==> src/design/mpu_pkg.sv <==
// MPU shared types
package mpu_pkg;

  ////////////////////
  // Widths and limits
  ////////////////////

  localparam int ADDR_W              = 32;
  localparam int DATA_W              = 32;
  localparam int WORD_ADDR_W         = ADDR_W - 2;
  localparam int NUM_REGIONS_MAX     = 16;
  localparam int MAX_OUTSTANDING_MAX = 7;

  // Bit positions inside the bus memory type
  localparam int MEMTYPE_BUF_BIT   = 0;
  localparam int MEMTYPE_CACHE_BIT = 1;

  ////////////////////
  // Types
  ////////////////////

  typedef enum logic [0:0] {
    MPU_OK    = 1'b0,
    MPU_FAULT = 1'b1
  } mpu_status_e;

  typedef enum logic [1:0] {
    MPU_IDLE     = 2'd0,
    MPU_DRAIN    = 2'd1,
    MPU_ERR_RESP = 2'd2
  } mpu_state_e;

  // One PMA region, bounds are word addresses, high bound is exclusive
  typedef struct packed {
    logic [WORD_ADDR_W-1:0] word_addr_low;
    logic [WORD_ADDR_W-1:0] word_addr_high;
    logic                   main;
    logic                   bufferable;
    logic                   cacheable;
    logic                   lock;
  } pma_region_t;

  // Empty range and I/O attributes
  localparam pma_region_t PMA_DEFAULT_ATTR = '0;

  typedef struct packed {
    logic [ADDR_W-1:0] addr;
    logic              we;
    logic [DATA_W-1:0] wdata;
    logic              instr;
    logic              misaligned;
  } core_req_t;

  typedef struct packed {
    logic [ADDR_W-1:0] addr;
    logic              we;
    logic [DATA_W-1:0] wdata;
    logic [1:0]        memtype;
  } bus_req_t;

  typedef struct packed {
    logic [DATA_W-1:0] rdata;
    mpu_status_e       status;
  } core_resp_t;

  ////////////////////
  // Helpers
  ////////////////////

  // Index width for a table of n entries, at least one bit
  function automatic int idx_w(int n);
    return (n > 1) ? $clog2(n) : 1;
  endfunction

  function automatic logic pma_contains(pma_region_t r, logic [ADDR_W-1:0] addr);
    return ({r.word_addr_low, 2'b00} <= addr) && (addr < {r.word_addr_high, 2'b00});
  endfunction

endpackage

==> src/design/pma_region_regs.sv <==
// PMA region register bank
`timescale 1ns/1ps

module pma_region_regs import mpu_pkg::*; #(
  parameter int NUM_REGIONS = 4
) (
  input  logic                               clk,
  input  logic                               rst_n,

  // Configuration write port, no handshake
  input  logic                               cfg_we_i,
  input  logic [idx_w(NUM_REGIONS)-1:0]      cfg_idx_i,
  input  pma_region_t                        cfg_region_i,

  // Full table towards the matcher
  output pma_region_t [NUM_REGIONS-1:0]      regions_o
);

  pma_region_t [NUM_REGIONS-1:0] regions_q;
  pma_region_t                   cfg_legal;
  logic                          idx_ok;
  logic                          wr_en;

  // I/O regions are never cacheable
  always_comb begin
    cfg_legal = cfg_region_i;
    if (!cfg_region_i.main) begin
      cfg_legal.cacheable = 1'b0;
    end
  end

  // Out of range indices are dropped for non power of two tables
  assign idx_ok = int'(cfg_idx_i) < NUM_REGIONS;

  // A locked entry ignores writes until reset
  assign wr_en = cfg_we_i && idx_ok && !regions_q[cfg_idx_i].lock;

  always_ff @(posedge clk or negedge rst_n) begin
    if (!rst_n) begin
      regions_q <= '0;
    end else if (wr_en) begin
      regions_q[cfg_idx_i] <= cfg_legal;
    end
  end

  assign regions_o = regions_q;

  ////////////////////
  // Assertions
  ////////////////////

  a_num_regions_range :
    assert property (@(posedge clk)
                     (NUM_REGIONS >= 1) && (NUM_REGIONS <= NUM_REGIONS_MAX));

  for (genvar i = 0; i < NUM_REGIONS; i++) begin : g_region_chk
    // Sticky lock, entry frozen from the cycle after it is locked
    a_locked_stable :
      assert property (@(posedge clk) disable iff (!rst_n)
                       regions_q[i].lock |=> $stable(regions_q[i]));

    a_io_not_cacheable :
      assert property (@(posedge clk) disable iff (!rst_n)
                       !regions_q[i].main |-> !regions_q[i].cacheable);
  end

endmodule

==> src/design/pma_region_match.sv <==
// PMA region lookup and fault check
`timescale 1ns/1ps

module pma_region_match import mpu_pkg::*; #(
  parameter int NUM_REGIONS = 4
) (
  input  pma_region_t [NUM_REGIONS-1:0] regions_i,
  input  core_req_t                     core_req_i,
  output logic                          deny_o,
  output bus_req_t                      bus_req_o
);

  localparam int IDX_W = idx_w(NUM_REGIONS);

  logic             hit;
  logic [IDX_W-1:0] hit_idx;
  pma_region_t      sel;

  ////////////////////
  // Lowest match
  ////////////////////

  // Walk downward so the lowest matching index is the last one kept
  always_comb begin
    hit     = 1'b0;
    hit_idx = '0;
    for (int i = NUM_REGIONS - 1; i >= 0; i--) begin
      if (pma_contains(regions_i[i], core_req_i.addr)) begin
        hit     = 1'b1;
        hit_idx = IDX_W'(i);
      end
    end
  end

  // No match falls back to I/O attributes
  assign sel = hit ? regions_i[hit_idx] : PMA_DEFAULT_ATTR;

  ////////////////////
  // Fault and memtype
  ////////////////////

  // Fetches and misaligned accesses need main memory
  assign deny_o = (core_req_i.instr || core_req_i.misaligned) && !sel.main;

  always_comb begin
    bus_req_o.addr    = core_req_i.addr;
    bus_req_o.we      = core_req_i.we;
    bus_req_o.wdata   = core_req_i.wdata;
    bus_req_o.memtype = '0;
    // Only stores may be buffered
    bus_req_o.memtype[MEMTYPE_BUF_BIT]   = core_req_i.we && sel.bufferable;
    bus_req_o.memtype[MEMTYPE_CACHE_BIT] = sel.cacheable;
  end

  // Selected index must really cover the address
  always_comb begin
    if (hit) begin
      a_sel_contains : assert (pma_contains(regions_i[hit_idx], core_req_i.addr));
    end
  end

endmodule

==> src/design/mpu_resp_fsm.sv <==
// MPU request gating and fault response FSM
`timescale 1ns/1ps

module mpu_resp_fsm import mpu_pkg::*; #(
  parameter int MAX_OUTSTANDING = 2
) (
  input  logic              clk,
  input  logic              rst_n,

  // Core request handshake
  input  logic              core_valid_i,
  output logic              core_ready_o,
  input  logic              deny_i,
  input  bus_req_t          bus_req_i,

  // Bus request channel
  output logic              bus_valid_o,
  input  logic              bus_ready_i,
  output bus_req_t          bus_req_o,

  // Bus response, always taken
  input  logic              bus_resp_valid_i,
  input  logic [DATA_W-1:0] bus_rdata_i,

  // Core response, merged bus and fault
  output logic              core_resp_valid_o,
  output core_resp_t        core_resp_o
);

  localparam int CNT_W = $clog2(MAX_OUTSTANDING + 1);

  mpu_state_e       state_q;
  mpu_state_e       state_d;
  logic [CNT_W-1:0] outstanding_q;
  logic             idle;
  logic             room;
  logic             bus_hs;
  logic             deny_hs;
  logic             err_resp;

  assign idle     = (state_q == MPU_IDLE);
  assign room     = outstanding_q < CNT_W'(MAX_OUTSTANDING);
  assign err_resp = (state_q == MPU_ERR_RESP);

  ////////////////////
  // Handshake gating
  ////////////////////

  // Allowed requests pass straight through, denied ones are swallowed
  assign bus_valid_o  = idle && core_valid_i && !deny_i && room;
  assign bus_req_o    = bus_req_i;
  assign core_ready_o = idle && (deny_i || (bus_ready_i && room));

  assign bus_hs  = bus_valid_o && bus_ready_i;
  assign deny_hs = idle && core_valid_i && deny_i;

  // Outstanding bus transactions
  always_ff @(posedge clk or negedge rst_n) begin
    if (!rst_n) begin
      outstanding_q <= '0;
    end else if (bus_hs && !bus_resp_valid_i) begin
      outstanding_q <= outstanding_q + 1'b1;
    end else if (!bus_hs && bus_resp_valid_i) begin
      outstanding_q <= outstanding_q - 1'b1;
    end
  end

  ////////////////////
  // Fault FSM
  ////////////////////

  always_comb begin
    state_d = state_q;
    case (state_q)
      MPU_IDLE: begin
        if (deny_hs) begin
          state_d = MPU_DRAIN;
        end
      end
      // Fault must wait behind earlier bus responses
      MPU_DRAIN: begin
        if (outstanding_q == '0) begin
          state_d = MPU_ERR_RESP;
        end
      end
      MPU_ERR_RESP: state_d = MPU_IDLE;
      default:      state_d = MPU_IDLE;
    endcase
  end

  always_ff @(posedge clk or negedge rst_n) begin
    if (!rst_n) begin
      state_q <= MPU_IDLE;
    end else begin
      state_q <= state_d;
    end
  end

  // Bus and fault responses never overlap, see assertions below
  assign core_resp_valid_o  = bus_resp_valid_i || err_resp;
  assign core_resp_o.rdata  = err_resp ? '0 : bus_rdata_i;
  assign core_resp_o.status = err_resp ? MPU_FAULT : MPU_OK;

  ////////////////////
  // Assertions
  ////////////////////

  a_max_outstanding_range :
    assert property (@(posedge clk)
                     (MAX_OUTSTANDING >= 1) && (MAX_OUTSTANDING <= MAX_OUTSTANDING_MAX));

  a_resp_needs_outstanding :
    assert property (@(posedge clk) disable iff (!rst_n)
                     bus_resp_valid_i |-> (outstanding_q != '0));

  a_no_resp_collision :
    assert property (@(posedge clk) disable iff (!rst_n)
                     !(bus_resp_valid_i && err_resp));

  // Core blocked for the whole drain and fault sequence
  a_block_core :
    assert property (@(posedge clk) disable iff (!rst_n)
                     (state_q != MPU_IDLE) |-> (!core_ready_o && !bus_valid_o));

endmodule

==> src/design/mpu_top.sv <==
// Memory protection unit top level
`timescale 1ns/1ps

module mpu_top import mpu_pkg::*; #(
  parameter int NUM_REGIONS     = 4,
  parameter int MAX_OUTSTANDING = 2
) (
  input  logic                          clk,
  input  logic                          rst_n,

  // Region configuration
  input  logic                          cfg_we_i,
  input  logic [idx_w(NUM_REGIONS)-1:0] cfg_idx_i,
  input  pma_region_t                   cfg_region_i,

  // Core side
  input  logic                          core_valid_i,
  output logic                          core_ready_o,
  input  core_req_t                     core_req_i,
  output logic                          core_resp_valid_o,
  output core_resp_t                    core_resp_o,

  // Bus side
  output logic                          bus_valid_o,
  input  logic                          bus_ready_i,
  output bus_req_t                      bus_req_o,
  input  logic                          bus_resp_valid_i,
  input  logic [DATA_W-1:0]             bus_rdata_i
);

  pma_region_t [NUM_REGIONS-1:0] regions;
  logic                          deny;
  bus_req_t                      match_req;

  pma_region_regs #(
    .NUM_REGIONS (NUM_REGIONS)
  ) i_regs (
    .clk          (clk),
    .rst_n        (rst_n),
    .cfg_we_i     (cfg_we_i),
    .cfg_idx_i    (cfg_idx_i),
    .cfg_region_i (cfg_region_i),
    .regions_o    (regions)
  );

  pma_region_match #(
    .NUM_REGIONS (NUM_REGIONS)
  ) i_match (
    .regions_i  (regions),
    .core_req_i (core_req_i),
    .deny_o     (deny),
    .bus_req_o  (match_req)
  );

  mpu_resp_fsm #(
    .MAX_OUTSTANDING (MAX_OUTSTANDING)
  ) i_fsm (
    .clk               (clk),
    .rst_n             (rst_n),
    .core_valid_i      (core_valid_i),
    .core_ready_o      (core_ready_o),
    .deny_i            (deny),
    .bus_req_i         (match_req),
    .bus_valid_o       (bus_valid_o),
    .bus_ready_i       (bus_ready_i),
    .bus_req_o         (bus_req_o),
    .bus_resp_valid_i  (bus_resp_valid_i),
    .bus_rdata_i       (bus_rdata_i),
    .core_resp_valid_o (core_resp_valid_o),
    .core_resp_o       (core_resp_o)
  );

endmodule

==> config.mk <==
export PLATFORM = sky130hd
export DESIGN_NAME = mpu_top
export DESIGN_NICKNAME = d
export VERILOG_FILES = /design/src/design/mpu_pkg.sv /design/src/design/pma_region_regs.sv /design/src/design/pma_region_match.sv /design/src/design/mpu_resp_fsm.sv /design/src/design/mpu_top.sv
export SDC_FILE = /design/constraint.sdc
export NUM_CORES = 1
export LEC_CHECK = 0
export BUFFER_PORTS_ARGS = -buffer_cell sky130_fd_sc_hd__buf_4
export CAP_MARGIN = 40
export CORE_MARGIN = 5
export CORE_UTILIZATION = 62
export DETAILED_ROUTE_END_ITERATION = 10
export PLACE_DENSITY = 0.87
export REMOVE_ABC_BUFFERS = 1
export SETUP_SLACK_MARGIN = 0.2
export SYNTH_ARGS = -nofsm -noshare
export SYNTH_HDL_FRONTEND = slang
export SYNTH_SLANG_ARGS = --single-unit
==> constraint.sdc <==
create_clock -name clk -period 9.6 [get_ports clk]
set_input_delay 1.92 -clock clk [delete_from_list [all_inputs] [get_ports clk]]
set_output_delay 1.92 -clock clk [all_outputs]
set_load 0.02 [all_outputs]
==> results.json, run 1 <==
{
  "critical_path_depth": 12,
  "synth_top_area_share_pct": 40.84,
  "timing.slew.headroom_pct": 45.69,
  "nFillCells": 1783,
  "yosysWarnings": 0,
  "multi_input_area_mm2": 0.008195,
  "rr_worst_depth": 13,
  "pwr-share-clk_pct": 22.5,
  "detail_route.wl_per_cell_um": 20.84,
  "row_count": 58,
  "cts_buffers": 27,
  "utilization_pct": 72.65,
  "core_area_mm2": 0.02525,
  "dp_slack_ns": 2.583,
  "setup-violations-final": 0,
  "cp_max_fo": 6,
  "maxSlewViolCount": 0,
  "die_h_um": 170.3,
  "report.final.hold_viol_count": 0,
  "layout_min_cycle_time_ns": 7.082,
  "syn_inst": 1563,
  "wl_met2_um": 20130,
  "yosysSeqAreaShare_pct": 40.84,
  "hold_ws_ns": 0.4618,
  "rsz0062_at_grt": "false",
  "finalCritPeriodShare_pct": 73.77,
  "hp-class": "reg -> reg",
  "io_pins": 274,
  "ys_top_cells_by_count": "260 x dfrtp_1, 237 x ha_1, 160 x mux2_2, 159 x inv_1, 155 x nand2_1",
  "hold_depth": 1,
  "dp_hpwl_um": 32520,
  "drt_pass1_iterations": 5,
  "viasPerCell": 5.968,
  "post-route-worst-setup-slack_ns": 2.518,
  "ant_nets": 0,
  "holdBufCountCts": 0,
  "yosys-top-cells-area": "dfrtp_1 41%, ha_1 19%, mux2_2 11%",
  "slowest_delay_ns": 0.58,
  "grt_pass1_wl_um": 67110,
  "end_kind": "output port",
  "wl_met1_um": 17650,
  "h-tree-depth": 1,
  "synth-edff-count": 0,
  "drive_gt1_share_pct": 25.45,
  "async_flop_share_pct": 100.0,
  "cap_violations": 0,
  "cts.sink_count": 260,
  "ys.flop_type": "dfrtp_1",
  "intPower_w": 0.002990,
  "timing.fmax_mhz": 141.2,
  "postCtsSetupRepairBufs": 0,
  "p_per_area_mw_per_mm2": 254.8,
  "routed_wirelength_um": 42900,
  "first_global_vias": 12410,
  "crit_family": "simple AND/OR/NAND/NOR gates",
  "syn_to_final_growth_pct": 15.17,
  "yosysTopAreaCell": "dfrtp_1",
  "clkTransAtPathRegs_ns": 0.06,
  "worst-slew-pin-transition_ns": 0.8146,
  "dieArea_mm2": 0.02900,
  "die_w_um": 170.3,
  "grt_start_max_net_pins": 105,
  "power.share.switching_pct": 36.05,
  "combPwrFrac_pct": 39.0,
  "p_seq_share_pct": 38.5,
  "track_usage_pct": 29.09,
  "cpMaxStageDelayCell": "or4_1",
  "initial_core_util_pct": 63.08,
  "synthDistinctLibCells": 64,
  "cp.arrival_ns": 5.16,
  "status": "complete, no violations",
  "clk_path_buf_depth": 3,
  "route.detailed.drc": 0,
  "post_cts_resized": 0,
  "p_switching_w": 0.001685,
  "cp.required_ns": 7.68,
  "cts_tree": "built",
  "worstSkewPairLatency_ns": 0.55,
  "yosysMostFrequentCell": "dfrtp_1",
  "drt_iter0_drc": 817,
  "layout.nets": 2112,
  "cp_cell_sequence": "buf_4, inv_1, ha_1, nand4_1, nor4_2, nand4_1, and3_2, or4_1, a311o_1, a22oi_2, a21boi_0, buf_4",
  "peakVddDrop_v": 0.0001729,
  "path_class": "in -> out",
  "synth_area_mm2": 0.01593,
  "dr.max_layer_used": "met4",
  "cts_root_buffer": "clkbuf_16",
  "skew_ns": 0.02020,
  "syn_area_per_cell_um2": 10.19,
  "place.gp.congestion": 0.9012,
  "seq_area_mm2": 0.006506,
  "startpoint_type": "primary input",
  "antenna_found_initial": 4,
  "grt_overflow": 0,
  "cp_num_buf_inv": 3,
  "portBuffers": 209,
  "vias": 12290,
  "power_leakage_nw": 8.991,
  "ys_ff_latch": 260,
  "wl_met3_um": 3722
}
==> power groups by stage <==
stage | Sequential [W] | Combinational, W | Clock [W]
after global placement | 0.00179 | 0.00168 | 0
after global routing | 0.00184 | 0.00205 | 0.00111
after floorplan | 0.00171 | 0.00125 | 0
after detailed placement | 0.00181 | 0.00178 | 0
after CTS | 0.00179 | 0.00181 | 0.00106
final | 0.00180 | 0.00182 | 0.00105
==> sequential cells by signal (all words and copies together), names as in the netlist <==
name / count
i_fsm.outstanding_q: 2
i_regs.regions_o: 256
i_fsm.state_q: 2
==> worst reg2reg max path: cells and delay by family, from the launching register on <==
kind                     cells  cell delay (ns)
XOR/XNOR                     2             0.29
AO/OA/AOI/OAI                2             0.64
AND/OR/NAND/NOR              7             1.99
adder cells (fa/ha/maj)      2             0.48
flip-flops                   1             0.42
==> path summary, 6_finish.rpt <==
kind | endpoint | slack (ns) | from
setup / recovery | core_ready_o | 2.52 | core_req_i[62]
hold / removal | i_regs.regions_o[192] | 0.46 | i_regs.regions_o[192]
hold reg to reg | i_regs.regions_o[192] | 0.46 | i_regs.regions_o[192]
min in group asynchronous | i_regs.regions_o[215] | 1.43 | rst_n
setup reg to reg | i_fsm.outstanding_q[1] | 5.67 | i_regs.regions_o[189]
max in group asynchronous | i_regs.regions_o[18] | 6.98 | rst_n
==> layout by cell type (no fill, tap or decap), types with 3 or more instances in the layout <==
cell type,netlist,final
nor4_1,9,9
o211ai_1,8,8
buf_4,66,217
ha_1,237,237
nand2b_1,8,8
a21oi_1,95,95
nand4_1,40,40
a31oi_1,3,3
dfrtp_1,260,260
buf_16,0,3
clkinv_2,0,7
inv_1,159,159
nand2_1,155,155
o21ai_0,130,130
a221oi_1,6,6
clkbuf_16,0,27
nor2_1,30,30
nor2b_1,3,3
a22oi_1,3,3
mux2_2,160,160
or4_1,3,3
and2_1,36,36
a211oi_1,8,8
o31a_1,3,3
nand3_1,25,25
nor3_1,9,8
clkbuf_8,0,8
a21boi_0,3,3
diode_2,0,4
clkinvlp_4,0,3
a21o_1,15,15
==> final cells by class <==
| class | count | share of cell area [%] |
|---|---|---|
| clock buffers | 37 | 4.324 |
| well taps | 330 | 2.251 |
| repair buffers | 221 | 9.411 |
| multi-input cells | 1035 | 44.67 |
| inverters | 159 | 3.253 |
| clock inverters | 13 | 0.5729 |
| diodes | 4 | 0.05456 |
| flip-flops and latches | 260 | 35.46 |
==> kinds of logic (layout without fill, tap and decap cells) <==
family	count (synthesis)	in the layout	share of synthesized area [%]
XOR/XNOR	3	3	0.1650
multiplexers	161	161	11.37
AO/OA/AOI/OAI	300	300	10.93
other	0	4	0
AND/OR/NAND/NOR	334	334	10.19
adder cells (fa/ha/maj)	237	237	18.61
buffers and inverters	268	430	7.878
flip-flops	260	260	40.84
==> metal layers <==
metal	GRT usage (%)	vias to the layer above
met4	9.965	0
li1	-	5713
met2	47.58	488
met1	38.77	6007
met5	0.1672	-
met3	6.132	80
==> through the flow <==
stage | TNS [ns] | area [µm²] | std cells | power [W]
6_report | 0 | 18350 | 2059 | 0.004675
5_1_grt | 0 | 18350 | 2059 | 0.004991
4_1_cts | 0 | 18340 | 2055 | 0.004664
3_5_place_dp | 0 | 17440 | 2005 | 0.003589
3_3_place_gp | 0 | 17360 | 2002 | 0.003463
2_1_floorplan | -35.83 | 15270 | 1454 | 0.002953
Power figures use the tool's default switching activity.
==> run 2: changes to the inputs <==
ABC_AREA = 1   (was not set)
CORE_UTILIZATION = 58   (was 62)
PLACE_DENSITY = 0.82   (was 0.87)
clock period = 7.22 ns   (was 9.6 ns; I/O delays follow)
==> results.json, run 2 <==
{
  "status": "complete, no violations",
  "layout.nets": 2570,
  "initial_core_util_pct": 58.84,
  "cpMaxStageDelayCell": "ha_1",
  "r2r_start": "i_regs.regions_o[225]",
  "setup-violations-final": 0,
  "post_cts_resized": 0,
  "die_h_um": 178.1,
  "cp_cell_sequence": "buf_4, inv_1, ha_1, nand2_1, nor2_1, nand4_1, nor2_1, nand3_1, nand2_1, nand2_1, nand2_2, nand2_4, nand2_4, nand2_1, nand3_1, nand3_2, nand2_4, nand2_2, nor2_1, buf_4",
  "p_per_area_mw_per_mm2": 276.5,
  "utilization_pct": 67.42,
  "syn_area_per_cell_um2": 8.043,
  "finalCritPeriodShare_pct": 74.04,
  "worstSkewPairLatency_ns": 0.57,
  "grt_pass1_wl_um": 67240,
  "syn_to_final_growth_pct": 14.58,
  "cp.arrival_ns": 3.90,
  "grt_start_max_net_pins": 162,
  "timing.fmax_mhz": 187.1,
  "min_from": "i_regs.regions_o[192]",
  "first_global_vias": 13670,
  "drive_gt1_share_pct": 13.70,
  "finalPower_w": 0.005193,
  "yosysMostFrequentCell": "nand2_1",
  "async_flop_share_pct": 100.0,
  "rsz0062_at_grt": "false",
  "yosysTopAreaCell": "dfrtp_1",
  "report.final.hold_viol_count": 0,
  "vias": 13480,
  "synth-edff-count": 0,
  "yosysSeqAreaShare_pct": 39.69,
  "postCtsSetupRepairBufs": 0,
  "ys_ff_latch": 260,
  "h-tree-depth": 1,
  "path_class": "in -> out",
  "synth_area_mm2": 0.01639,
  "ys.flop_type": "dfrtp_1",
  "viasPerCell": 5.262,
  "layout_min_cycle_time_ns": 5.346,
  "dp_hpwl_um": 30450,
  "die_w_um": 178.1,
  "cp.required_ns": 5.78,
  "place.gp.congestion": 0.9153,
  "cts_tree": "built",
  "end_kind": "output port",
  "multi_input_area_mm2": 0.008034,
  "cts_root_buffer": "clkbuf_16",
  "cts.sink_count": 260,
  "skew_ns": 0.01779,
  "hp-class": "reg -> reg",
  "ant_nets": 0,
  "grt_overflow": 0,
  "portBuffers": 209,
  "ys_top_cells_by_count": "505 x nand2_1, 305 x inv_1, 269 x o21ai_0, 260 x dfrtp_1, 237 x ha_1",
  "syn_inst": 2038,
  "maxSlewViolCount": 0,
  "finalSetupTns_ns": 0,
  "cap_violations": 0,
  "routed_wirelength_um": 40580,
  "detail_route.wl_per_cell_um": 15.84,
  "io_pins": 274,
  "final_common_cell": "nand2_1",
  "clkTransAtPathRegs_ns": 0.06,
  "clk_path_buf_depth": 3,
  "yosys-top-cells-area": "dfrtp_1 40%, ha_1 18%, nand2_1 12%",
  "holdBufCountCts": 0,
  "slowest_delay_ns": 0.32,
  "yosysWarnings": 0,
  "crit_family": "simple AND/OR/NAND/NOR gates",
  "nFillCells": 2237,
  "route.detailed.drc": 0,
  "seq_area_mm2": 0.006506,
  "core_area_mm2": 0.02786,
  "drt_pass1_iterations": 5,
  "cp_max_fo": 8,
  "cp_num_buf_inv": 3,
  "row_count": 61,
  "antenna_found_initial": 1,
  "synthDistinctLibCells": 41,
  "largest_register_ffs": 256,
  "drt_iter0_drc": 962,
  "dieArea_mm2": 0.03172,
  "worst-slew-pin-transition_ns": 0.9030,
  "peakVddDrop_v": 0.0001897,
  "startpoint_type": "primary input",
  "track_usage_pct": 25.87,
  "timing.slew.headroom_pct": 39.73,
  "cp-startpoint": "core_req_i[66]",
  "synth_top_area_share_pct": 39.69,
  "power_leakage_nw": 10.31,
  "cp_common_cell": "nand2_1",
  "cts_buffers": 29,
  "final_cell_mix": "505 x nand2_1, 305 x inv_1, 269 x o21ai_0"
}
run 2: area by class of cell:
| cell class | count | area share, % |
|---|---|---|
| multi-input cells | 1348 | 42.78 |
| flip-flops and latches | 260 | 34.64 |
| repair buffers | 214 | 8.661 |
| inverters | 309 | 6.176 |
| clock buffers | 37 | 4.290 |
| well taps | 378 | 2.518 |
| clock inverters | 14 | 0.9194 |
| diodes | 1 | 0.01332 |
run 2: routing by layer:
metal	vias to the layer above	track usage [%]	share of wire [%]
met5	-	0.9615	0
met3	63	3.900	5.8
met1	6305	36.82	46
met4	0	7.509	2.4
met2	377	41.23	46
li1	6730	-	-
run 2: kinds of logic (layout without fill, tap and decap cells):
logic type / count (synthesis) / after routing / synth area share (%)
compound gates: 411 / 411 / 13.13
xor+xnor: 2 / 2 / 0.1069
fa+ha+maj: 237 / 237 / 18.09
buf+inv: 430 / 574 / 11.48
flops: 260 / 260 / 39.69
other cells: 0 / 1 / 0
simple gates: 698 / 698 / 17.50
run 2: power breakdown:
| group | internal [W] | leakage [nW] | switching (W) |
|---|---|---|---|
| clock network | 0.000897 | 0.481 | 0.000611 |
| registers | 0.00180 | 3.25 | 0.000218 |
| logic | 0.000673 | 6.58 | 0.000995 |
run 2: path summary, 6_finish.rpt:
check / endpoint / slack [ns] / cells after the start
worst max register to register: i_fsm.outstanding_q[1] / 4.00 / 23
max in group asynchronous: i_fsm.outstanding_q[0] / 5.04 / 2
worst min-delay path: i_regs.regions_o[192] / 0.47 / 2
worst min register to register: i_regs.regions_o[192] / 0.47 / 2
min in group asynchronous: i_regs.regions_o[201] / 0.88 / 1
worst max-delay path: bus_valid_o / 1.87 / 20
run 2: metrics by stage:
stage | cells | setup slack (ns) | area, µm² | hold slack [ns]
CTS | 2560 | 1.882 | 18780 | 0.4744
finish | 2561 | 1.874 | 18780 | 0.4667
global route | 2561 | 1.652 | 18780 | 0.5033
floorplan | 1917 | 2.465 | 15670 | 0.4271
global placement | 2509 | 1.951 | 17800 | 0.4472
detailed placement | 2509 | 1.924 | 17800 | 0.4599
run 2: worst register-to-register path: cells and delay by family (launching register included):
kind / cells / cell delay [ns]
AND/OR/NAND/NOR: 16 / 1.70
AO/OA/AOI/OAI: 3 / 0.29
buffers and inverters: 1 / 0.05
flip-flops: 1 / 0.35
XOR/XNOR: 1 / 0.16
adder cells (fa/ha/maj): 2 / 0.54
